===== config.mk =====
export PLATFORM = sky130hd
export DESIGN_NAME = system_memory
export DESIGN_NICKNAME = d
export VERILOG_FILES = /design/src/logic/mem_pkg.sv /design/src/logic/byte_lane_map.sv /design/src/logic/memory_bank.sv /design/src/logic/store_port.sv /design/src/logic/load_port.sv /design/src/logic/fetch_port.sv /design/src/logic/system_memory.sv
export SDC_FILE = /design/constraint.sdc
export NUM_CORES = 2
export LEC_CHECK = 0
export ABC_AREA = 0
export BUFFER_PORTS_ARGS = -buffer_cell sky130_fd_sc_hd__buf_4
export CAP_MARGIN = 20
export CORE_MARGIN = 4
export CORE_UTILIZATION = 57
export DETAILED_ROUTE_END_ITERATION = 10
export PLACE_DENSITY_LB_ADDON = 0.12
export SLEW_MARGIN = 20
export SYNTH_ARGS = -nofsm -noshare
export SYNTH_HDL_FRONTEND = slang
export SYNTH_SLANG_ARGS = --single-unit

===== constraint.sdc =====
create_clock -name clk_i -period 3.6 [get_ports clk_i]
set_input_delay 0.72 -clock clk_i [delete_from_list [all_inputs] [get_ports clk_i]]
set_output_delay 0.72 -clock clk_i [all_outputs]
set_load 0.01 [all_outputs]

===== src/logic/mem_pkg.sv =====
`default_nettype none

package mem_pkg;

    // store width, as carried on the store channel.
    typedef enum logic [1:0] {
        BYTE      = 2'b00,
        HALF_WORD = 2'b01,
        WORD      = 2'b10
    } access_width_t;

    typedef struct packed {
        logic        request;  // read the aligned word this cycle.
        logic [31:0] address;  // low two bits are ignored.
    } load_req_t;

    typedef struct packed {
        logic        valid;    // one cycle after request.
        logic [31:0] data;
    } load_rsp_t;

    typedef struct packed {
        logic          request;
        logic [31:0]   address;  // any byte address.
        access_width_t width;
        logic [31:0]   data;     // right aligned, byte 0 in bits 7:0.
    } store_req_t;

    typedef struct packed {
        logic        request;
        logic [31:0] address;  // bit 0 is ignored.
    } fetch_req_t;

    typedef struct packed {
        logic        valid;        // killed by invalidate in the same cycle.
        logic [31:0] instruction;
    } fetch_rsp_t;

endpackage : mem_pkg

`default_nettype wire


===== src/logic/byte_lane_map.sv =====
`default_nettype none

module byte_lane_map #(
    parameter int MEMORY_SIZE = 256
) (
    input  logic [$clog2(MEMORY_SIZE)-1:0]   base_addr_i,
    output logic [3:0][$clog2(MEMORY_SIZE)-3:0] bank_row_o,
    output logic [1:0]                       lane_shift_o
);

    localparam int ADDR_W = $clog2(MEMORY_SIZE);
    localparam int ROW_W  = ADDR_W - 2;

    logic [ROW_W-1:0] base_row;
    logic [1:0]       base_lane;

    assign base_row  = base_addr_i[ADDR_W-1:2];  // row of byte 0.
    assign base_lane = base_addr_i[1:0];         // bank of byte 0.

    // banks below the base lane hold the bytes that spill into the next row.
    // the row counter is ROW_W wide, so the top row rolls over to row 0.
    always_comb begin
        for (int b = 0; b < 4; b++) begin
            if (b < int'(base_lane)) begin
                bank_row_o[b] = base_row + ROW_W'(1);  // next row, wraps.
            end else begin
                bank_row_o[b] = base_row;
            end
        end
    end

    assign lane_shift_o = base_lane;  // bank holding byte 0.

endmodule : byte_lane_map

`default_nettype wire


===== src/logic/memory_bank.sv =====
`default_nettype none

module memory_bank #(
    parameter int MEMORY_SIZE = 256
) (
    input  logic                            clk_i,

    input  logic                            wr_en_i,
    input  logic [$clog2(MEMORY_SIZE/4)-1:0] wr_row_i,
    input  logic [7:0]                      wr_data_i,

    input  logic [$clog2(MEMORY_SIZE/4)-1:0] rd_a_row_i,
    output logic [7:0]                      rd_a_data_o,

    input  logic [$clog2(MEMORY_SIZE/4)-1:0] rd_b_row_i,
    output logic [7:0]                      rd_b_data_o
);

    localparam int ROWS = MEMORY_SIZE / 4;

    // one byte lane of the whole memory.
    logic [7:0] bank_mem [ROWS] = '{default: 8'h00};

    always_ff @(posedge clk_i) begin
        if (wr_en_i) begin
            bank_mem[wr_row_i] <= wr_data_i;
        end
    end

    // both read ports sample before the write lands, so a same-row
    // read returns the old byte.
    always_ff @(posedge clk_i) begin
        rd_a_data_o <= bank_mem[rd_a_row_i];  // load side.
        rd_b_data_o <= bank_mem[rd_b_row_i];  // fetch side.
    end

endmodule : memory_bank

`default_nettype wire


===== src/logic/store_port.sv =====
`default_nettype none

module store_port (
    input  logic                 clk_i,
    input  logic                 rst_n_i,

    input  mem_pkg::store_req_t  store_req_i,
    input  logic [1:0]           lane_shift_i,

    output logic [3:0]           wr_en_o,
    output logic [3:0][7:0]      wr_data_o,
    output logic                 store_done_o
);

    import mem_pkg::*;

    logic [3:0] lane_en;  // enables in access order, byte 0 first.

    always_comb begin
        case (store_req_i.width)
            BYTE:      lane_en = 4'b0001;
            HALF_WORD: lane_en = 4'b0011;
            WORD:      lane_en = 4'b1111;
            default:   lane_en = 4'b0000;  // unused encoding writes nothing.
        endcase
    end

    // rotate enables and data from access order into bank order.
    // bank b carries byte (b - shift) mod 4 of the access.
    always_comb begin : lane_rotate
        logic [1:0] byte_idx;

        for (int b = 0; b < 4; b++) begin
            byte_idx     = 2'(b) - lane_shift_i;
            wr_en_o[b]   = store_req_i.request & lane_en[byte_idx];
            wr_data_o[b] = store_req_i.data[byte_idx*8 +: 8];
        end
    end

    always_ff @(posedge clk_i) begin
        if (!rst_n_i) begin
            store_done_o <= 1'b0;
        end else begin
            store_done_o <= store_req_i.request;  // one pulse per request.
        end
    end

endmodule : store_port

`default_nettype wire


===== src/logic/load_port.sv =====
`default_nettype none

module load_port #(
    parameter int MEMORY_SIZE = 256
) (
    input  logic                            clk_i,
    input  logic                            rst_n_i,

    input  mem_pkg::load_req_t              load_req_i,
    input  logic [3:0][7:0]                 rd_data_i,
    output mem_pkg::load_rsp_t              load_rsp_o,

    output logic [$clog2(MEMORY_SIZE)-1:0]  aligned_addr_o
);

    localparam int ADDR_W = $clog2(MEMORY_SIZE);

    logic load_valid_q;

    // loads are word aligned, so every bank reads the same row.
    assign aligned_addr_o = {load_req_i.address[ADDR_W-1:2], 2'b00};

    always_ff @(posedge clk_i) begin
        if (!rst_n_i) begin
            load_valid_q <= 1'b0;
        end else begin
            load_valid_q <= load_req_i.request;
        end
    end

    // with no rotation, bank order is already byte order.
    always_comb begin
        load_rsp_o.valid = load_valid_q;
        load_rsp_o.data  = rd_data_i;  // bank 0 in the low byte.
    end

endmodule : load_port

`default_nettype wire


===== src/logic/fetch_port.sv =====
`default_nettype none

module fetch_port #(
    parameter int MEMORY_SIZE = 256
) (
    input  logic                            clk_i,
    input  logic                            rst_n_i,

    input  mem_pkg::fetch_req_t             fetch_req_i,
    input  logic                            invalidate_i,

    input  logic [1:0]                      lane_shift_i,
    input  logic [3:0][7:0]                 rd_data_i,
    output logic [$clog2(MEMORY_SIZE)-1:0]  aligned_addr_o,

    output mem_pkg::fetch_rsp_t             fetch_rsp_o
);

    localparam int ADDR_W = $clog2(MEMORY_SIZE);

    logic        fetch_pend_q;  // a fetch was sampled last edge.
    logic [1:0]  shift_q;       // lane of byte 0 for that fetch.
    logic [31:0] instr;

    // instructions sit on halfword boundaries.
    assign aligned_addr_o = {fetch_req_i.address[ADDR_W-1:1], 1'b0};

    always_ff @(posedge clk_i) begin
        if (!rst_n_i) begin
            fetch_pend_q <= 1'b0;
        end else begin
            fetch_pend_q <= fetch_req_i.request;
        end
    end

    always_ff @(posedge clk_i) begin
        shift_q <= lane_shift_i;  // travels with the bank read.
    end

    // undo the lane rotation. byte k comes from bank (shift + k) mod 4.
    always_comb begin : lane_unrotate
        logic [1:0] bank_idx;

        for (int k = 0; k < 4; k++) begin
            bank_idx          = shift_q + 2'(k);
            instr[k*8 +: 8]   = rd_data_i[bank_idx];
        end
    end

    // instruction reads zero unless a fetch is pending, so it is zero out of reset.
    always_comb begin
        fetch_rsp_o.valid       = fetch_pend_q & ~invalidate_i;  // killed this cycle.
        fetch_rsp_o.instruction = fetch_pend_q ? instr : 32'h0000_0000;
    end

endmodule : fetch_port

`default_nettype wire


===== src/logic/system_memory.sv =====
`default_nettype none

module system_memory #(
    parameter int MEMORY_SIZE = 256
) (
    input  logic                 clk_i,
    input  logic                 rst_n_i,

    input  mem_pkg::load_req_t   load_req_i,
    output mem_pkg::load_rsp_t   load_rsp_o,

    input  mem_pkg::store_req_t  store_req_i,
    output logic                 store_done_o,

    input  mem_pkg::fetch_req_t  fetch_req_i,
    input  logic                 invalidate_i,
    output mem_pkg::fetch_rsp_t  fetch_rsp_o
);

    localparam int ADDR_W = $clog2(MEMORY_SIZE);
    localparam int ROW_W  = ADDR_W - 2;

    logic [3:0][ROW_W-1:0] store_row;
    logic [1:0]            store_shift;
    logic [3:0]            wr_en;
    logic [3:0][7:0]       wr_data;

    logic [ADDR_W-1:0]     load_addr;
    logic [3:0][ROW_W-1:0] load_row;
    logic [3:0][7:0]       load_data;

    logic [ADDR_W-1:0]     fetch_addr;
    logic [3:0][ROW_W-1:0] fetch_row;
    logic [1:0]            fetch_shift;
    logic [3:0][7:0]       fetch_data;

    byte_lane_map #(.MEMORY_SIZE(MEMORY_SIZE)) i_store_map (
        .base_addr_i  (store_req_i.address[ADDR_W-1:0]),
        .bank_row_o   (store_row),
        .lane_shift_o (store_shift)
    );

    byte_lane_map #(.MEMORY_SIZE(MEMORY_SIZE)) i_load_map (
        .base_addr_i  (load_addr),
        .bank_row_o   (load_row),
        .lane_shift_o ()  // aligned, always lane 0.
    );

    byte_lane_map #(.MEMORY_SIZE(MEMORY_SIZE)) i_fetch_map (
        .base_addr_i  (fetch_addr),
        .bank_row_o   (fetch_row),
        .lane_shift_o (fetch_shift)
    );

    // port A serves loads, port B serves fetches.
    for (genvar b = 0; b < 4; b++) begin : g_bank
        memory_bank #(.MEMORY_SIZE(MEMORY_SIZE)) i_bank (
            .clk_i       (clk_i),
            .wr_en_i     (wr_en[b]),
            .wr_row_i    (store_row[b]),
            .wr_data_i   (wr_data[b]),
            .rd_a_row_i  (load_row[b]),
            .rd_a_data_o (load_data[b]),
            .rd_b_row_i  (fetch_row[b]),
            .rd_b_data_o (fetch_data[b])
        );
    end

    store_port i_store_port (
        .clk_i        (clk_i),
        .rst_n_i      (rst_n_i),
        .store_req_i  (store_req_i),
        .lane_shift_i (store_shift),
        .wr_en_o      (wr_en),
        .wr_data_o    (wr_data),
        .store_done_o (store_done_o)
    );

    load_port #(.MEMORY_SIZE(MEMORY_SIZE)) i_load_port (
        .clk_i          (clk_i),
        .rst_n_i        (rst_n_i),
        .load_req_i     (load_req_i),
        .rd_data_i      (load_data),
        .load_rsp_o     (load_rsp_o),
        .aligned_addr_o (load_addr)
    );

    fetch_port #(.MEMORY_SIZE(MEMORY_SIZE)) i_fetch_port (
        .clk_i          (clk_i),
        .rst_n_i        (rst_n_i),
        .fetch_req_i    (fetch_req_i),
        .invalidate_i   (invalidate_i),
        .lane_shift_i   (fetch_shift),
        .rd_data_i      (fetch_data),
        .aligned_addr_o (fetch_addr),
        .fetch_rsp_o    (fetch_rsp_o)
    );

endmodule : system_memory

`default_nettype wire


==> summary.txt <==
Outcome: finished clean
Reg2reg path depth: 6
CP startpoint kind: flip-flop
Critical path class: reg2out
Via density: 7.39
Die Span Y: 433 um
Port Buffer Count: 127
Num CTS Buffers: 215
DRT iter0 DRCs: 9,837
Number of nets still failing antenna checks after routing: 0
Number of synthesized flops with an enable pin: 2,048
Initial antenna violation count: 24
Most frequent cells in the layout: 2,048 x edfxtp_1, 1,128 x mux4_2, 704 x buf_4
Crit path max-delay cell type: dfxtp_2
Fillers: 12,039
Post-Route WL: 333 mm
Layout cell share with drive strength beyond 1: 0.366
Setup WS post-layout: 549 ps
Crit path max fanout: 32
Post-CTS sizing: 0
Worst hold endpoint: i_load_port.load_valid_q
Worst-Margin Slew: 998 ps
Final hold vios: 0
Arrival time at the worst endpoint: 2330 ps
Max Clock Freq: 328 MHz
Footprint of the multi-input gates: 38,200 um2
Maximum vdd ir drop: 0.560 mV
#FFs+latches synth: 2,116
Power Dens Cells: 489 nW/um2
HPWL after detailed placement: 226 mm
Gr ovfl total: 0
CP Capture Type: primary output
Worst hold path type: in2reg
Final hold slack: 43.1 ps
Ys Warns: 0
Bufs and invs on worst path: 1
Hold path cells: 2
Core ar.: 179,000 um2
Async set-or-reset flop fraction in the synthesized netlist: 0
Primary FF master, synth: edfxtp_1
Clk_lat worst skew: 890 ps
RD Place Congestion: 0.949
Area occupied by registers: 62,900 um2
Setup TNS: 0 ps
Ports: 203
CP peak stage delay: 910 ps
Post-synthesis net count: 5,828
Clock Pin Slew Worst Setup and Hold Paths: 60 ps
Rows: 155
Largest net degree at the start of global routing: 92
CTS root buf: clkbuf_16
Unrepaired setup endpoints after global routing: false
Gate count of the mapped netlist: 5,686
Fin cells: 8,801
Starting Density: 0.575
Area delta synth->final: 15.4%
Avg Synthesized Cell Area: 18.1 um2
Vias: 65,055
Vias in the first global route: 63,885
Relative slew margins: 0.332
Most common cell after layout, fill and taps aside: edfxtp_1
# H-tree levels: 4
Post-layout minimum cycle time: 3050 ps
Hold path startpoint: load_req_i[32]
Critical register-to-register path startpoint: g_bank[3].i_bank.bank_mem[5][0]
First-pass GRT wire length: 472 mm
Die area: 188,000 um2
Worst-path cell chain: mux2i_1 -> nor2b_1 -> buf_4
WP data required: 2880 ps
Max Root-Sink Buffers: 3
CTS tree: done
Leak: 0.0387 uW
Post-synthesis sequential area ratio: 0.610
Post-CTS Setup Inserts: 0
FF-to-FF setup slack: 1110 ps
Placed Cells: 8,381
Reg-to-reg critical path endpoint: g_bank[3].i_bank.rd_a_data_o[0]
Die width: 433 um
Slew Viols, Final: 0
Tcrit/Tclk final: 0.848
CP delay by family, top: flip-flops
Clk sink count: 2,116
GRT Overall Usage: 0.358
# DRC: 0
Pre-CTS setup slack: 69.5 ps
Max-cap violations: 0
DR pass1 iterations: 8
Synthesized area: 103,000 um2
Post-CTS Hold Buffers: 1
Final Skew: 46.9 ps
Nets: 6,386
WL per Instance: 37.9 um
Synth cell types: 63
Final setup fails: 0
[stage by stage]
step | utilization | total power [uW] | instance area [um2]
after floorplan | - | 32400 | 103000
after global placement | 0.623 | 35400 | 112000
after detailed placement | 0.623 | 35500 | 112000
after CTS | 0.664 | 58300 | 119000
after global routing | 0.664 | 59700 | 119000
final | 0.664 | 58200 | 119000
[how the worst max path moves through the flow]
stage / to / slack [ps] / cells past startpoint / startpoint
floorplan: g_bank[0].i_bank.bank_mem[17][0] / 80 / 10 / store_req_i[34]
global placement: g_bank[1].i_bank.bank_mem[58][0] / 50 / 6 / store_req_i[37]
detailed placement: g_bank[1].i_bank.rd_b_data_o[5] / 70 / 9 / fetch_req_i[2]
CTS: fetch_rsp_o[29] / 520 / 3 / i_fetch_port.shift_q[1]
global route: fetch_rsp_o[29] / 440 / 3 / i_fetch_port.shift_q[1]
finish: fetch_rsp_o[29] / 550 / 3 / i_fetch_port.shift_q[1]
[registers in the layout, indices dropped and copies added (netlist names)]
register                   flops
g_bank.i_bank.bank_mem      2048
g_bank.i_bank.rd_a_data_o     32
g_bank.i_bank.rd_b_data_o     32
i_fetch_port.fetch_pend_q      1
i_fetch_port.shift_q           1
i_load_port.load_valid_q       1
i_store_port.store_done_o      1
[power breakdown]
group          leakage, uW  total, uW  internal [uW]  switching (uW)
Combinational       0.0162       7080           2810            4270
Clock              0.00353      23100          13300            9750
Sequential          0.0190      28100          27700             322
[logic make-up after synthesis]
logic type               Yosys count  synth area share
buffers and inverters            493            0.0216
XOR/XNOR                          23           0.00210
AO/OA/AOI/OAI                    780            0.0505
AND/OR/NAND/NOR                  814            0.0362
multiplexers                    1454             0.279
adder cells (fa/ha/maj)            6          0.000728
flip-flops                      2116             0.610
[Yosys cell counts (all sizes together) (19+ instances only)]
| master | count | area (um2) |
|---|---|---|
| a211oi | 51 | 383 |
| a21oi | 58 | 290 |
| a22oi | 148 | 1110 |
| buf | 270 | 1390 |
| clkbuf | 214 | 803 |
| dfxtp | 68 | 1360 |
| edfxtp | 2048 | 61500 |
| mux2 | 45 | 507 |
| mux2i | 279 | 2790 |
| mux4 | 1130 | 25400 |
| nand2 | 144 | 541 |
| nand3 | 70 | 350 |
| nor2 | 301 | 1130 |
| nor2b | 69 | 432 |
| nor3 | 149 | 746 |
| o21ai | 60 | 300 |
| o221ai | 19 | 166 |
| o22ai | 349 | 2180 |
[layer usage]
metal | global-route usage | wire length, um | vias up | part of all wire
met5 | 0 | 114 | - | 0.00034
met4 | 0.184 | 20600 | 16 | 0.062
met3 | 0.0820 | 40300 | 880 | 0.12
met2 | 0.559 | 158000 | 4766 | 0.47
met1 | 0.478 | 115000 | 33688 | 0.34
li1 | - | - | 25705 | -
[cell type report]
type,count,area share
Inverter,9,0.000295
Clock buffer,272,0.0483
Sequential cell,2116,0.528
Multi-Input combinational cell,3077,0.321
Tap cell,2355,0.0248
Antenna cell,12,0.000252
Timing Repair Buffer,825,0.0643
Clock inverter,135,0.0127
Power figures use the tool's default switching activity.
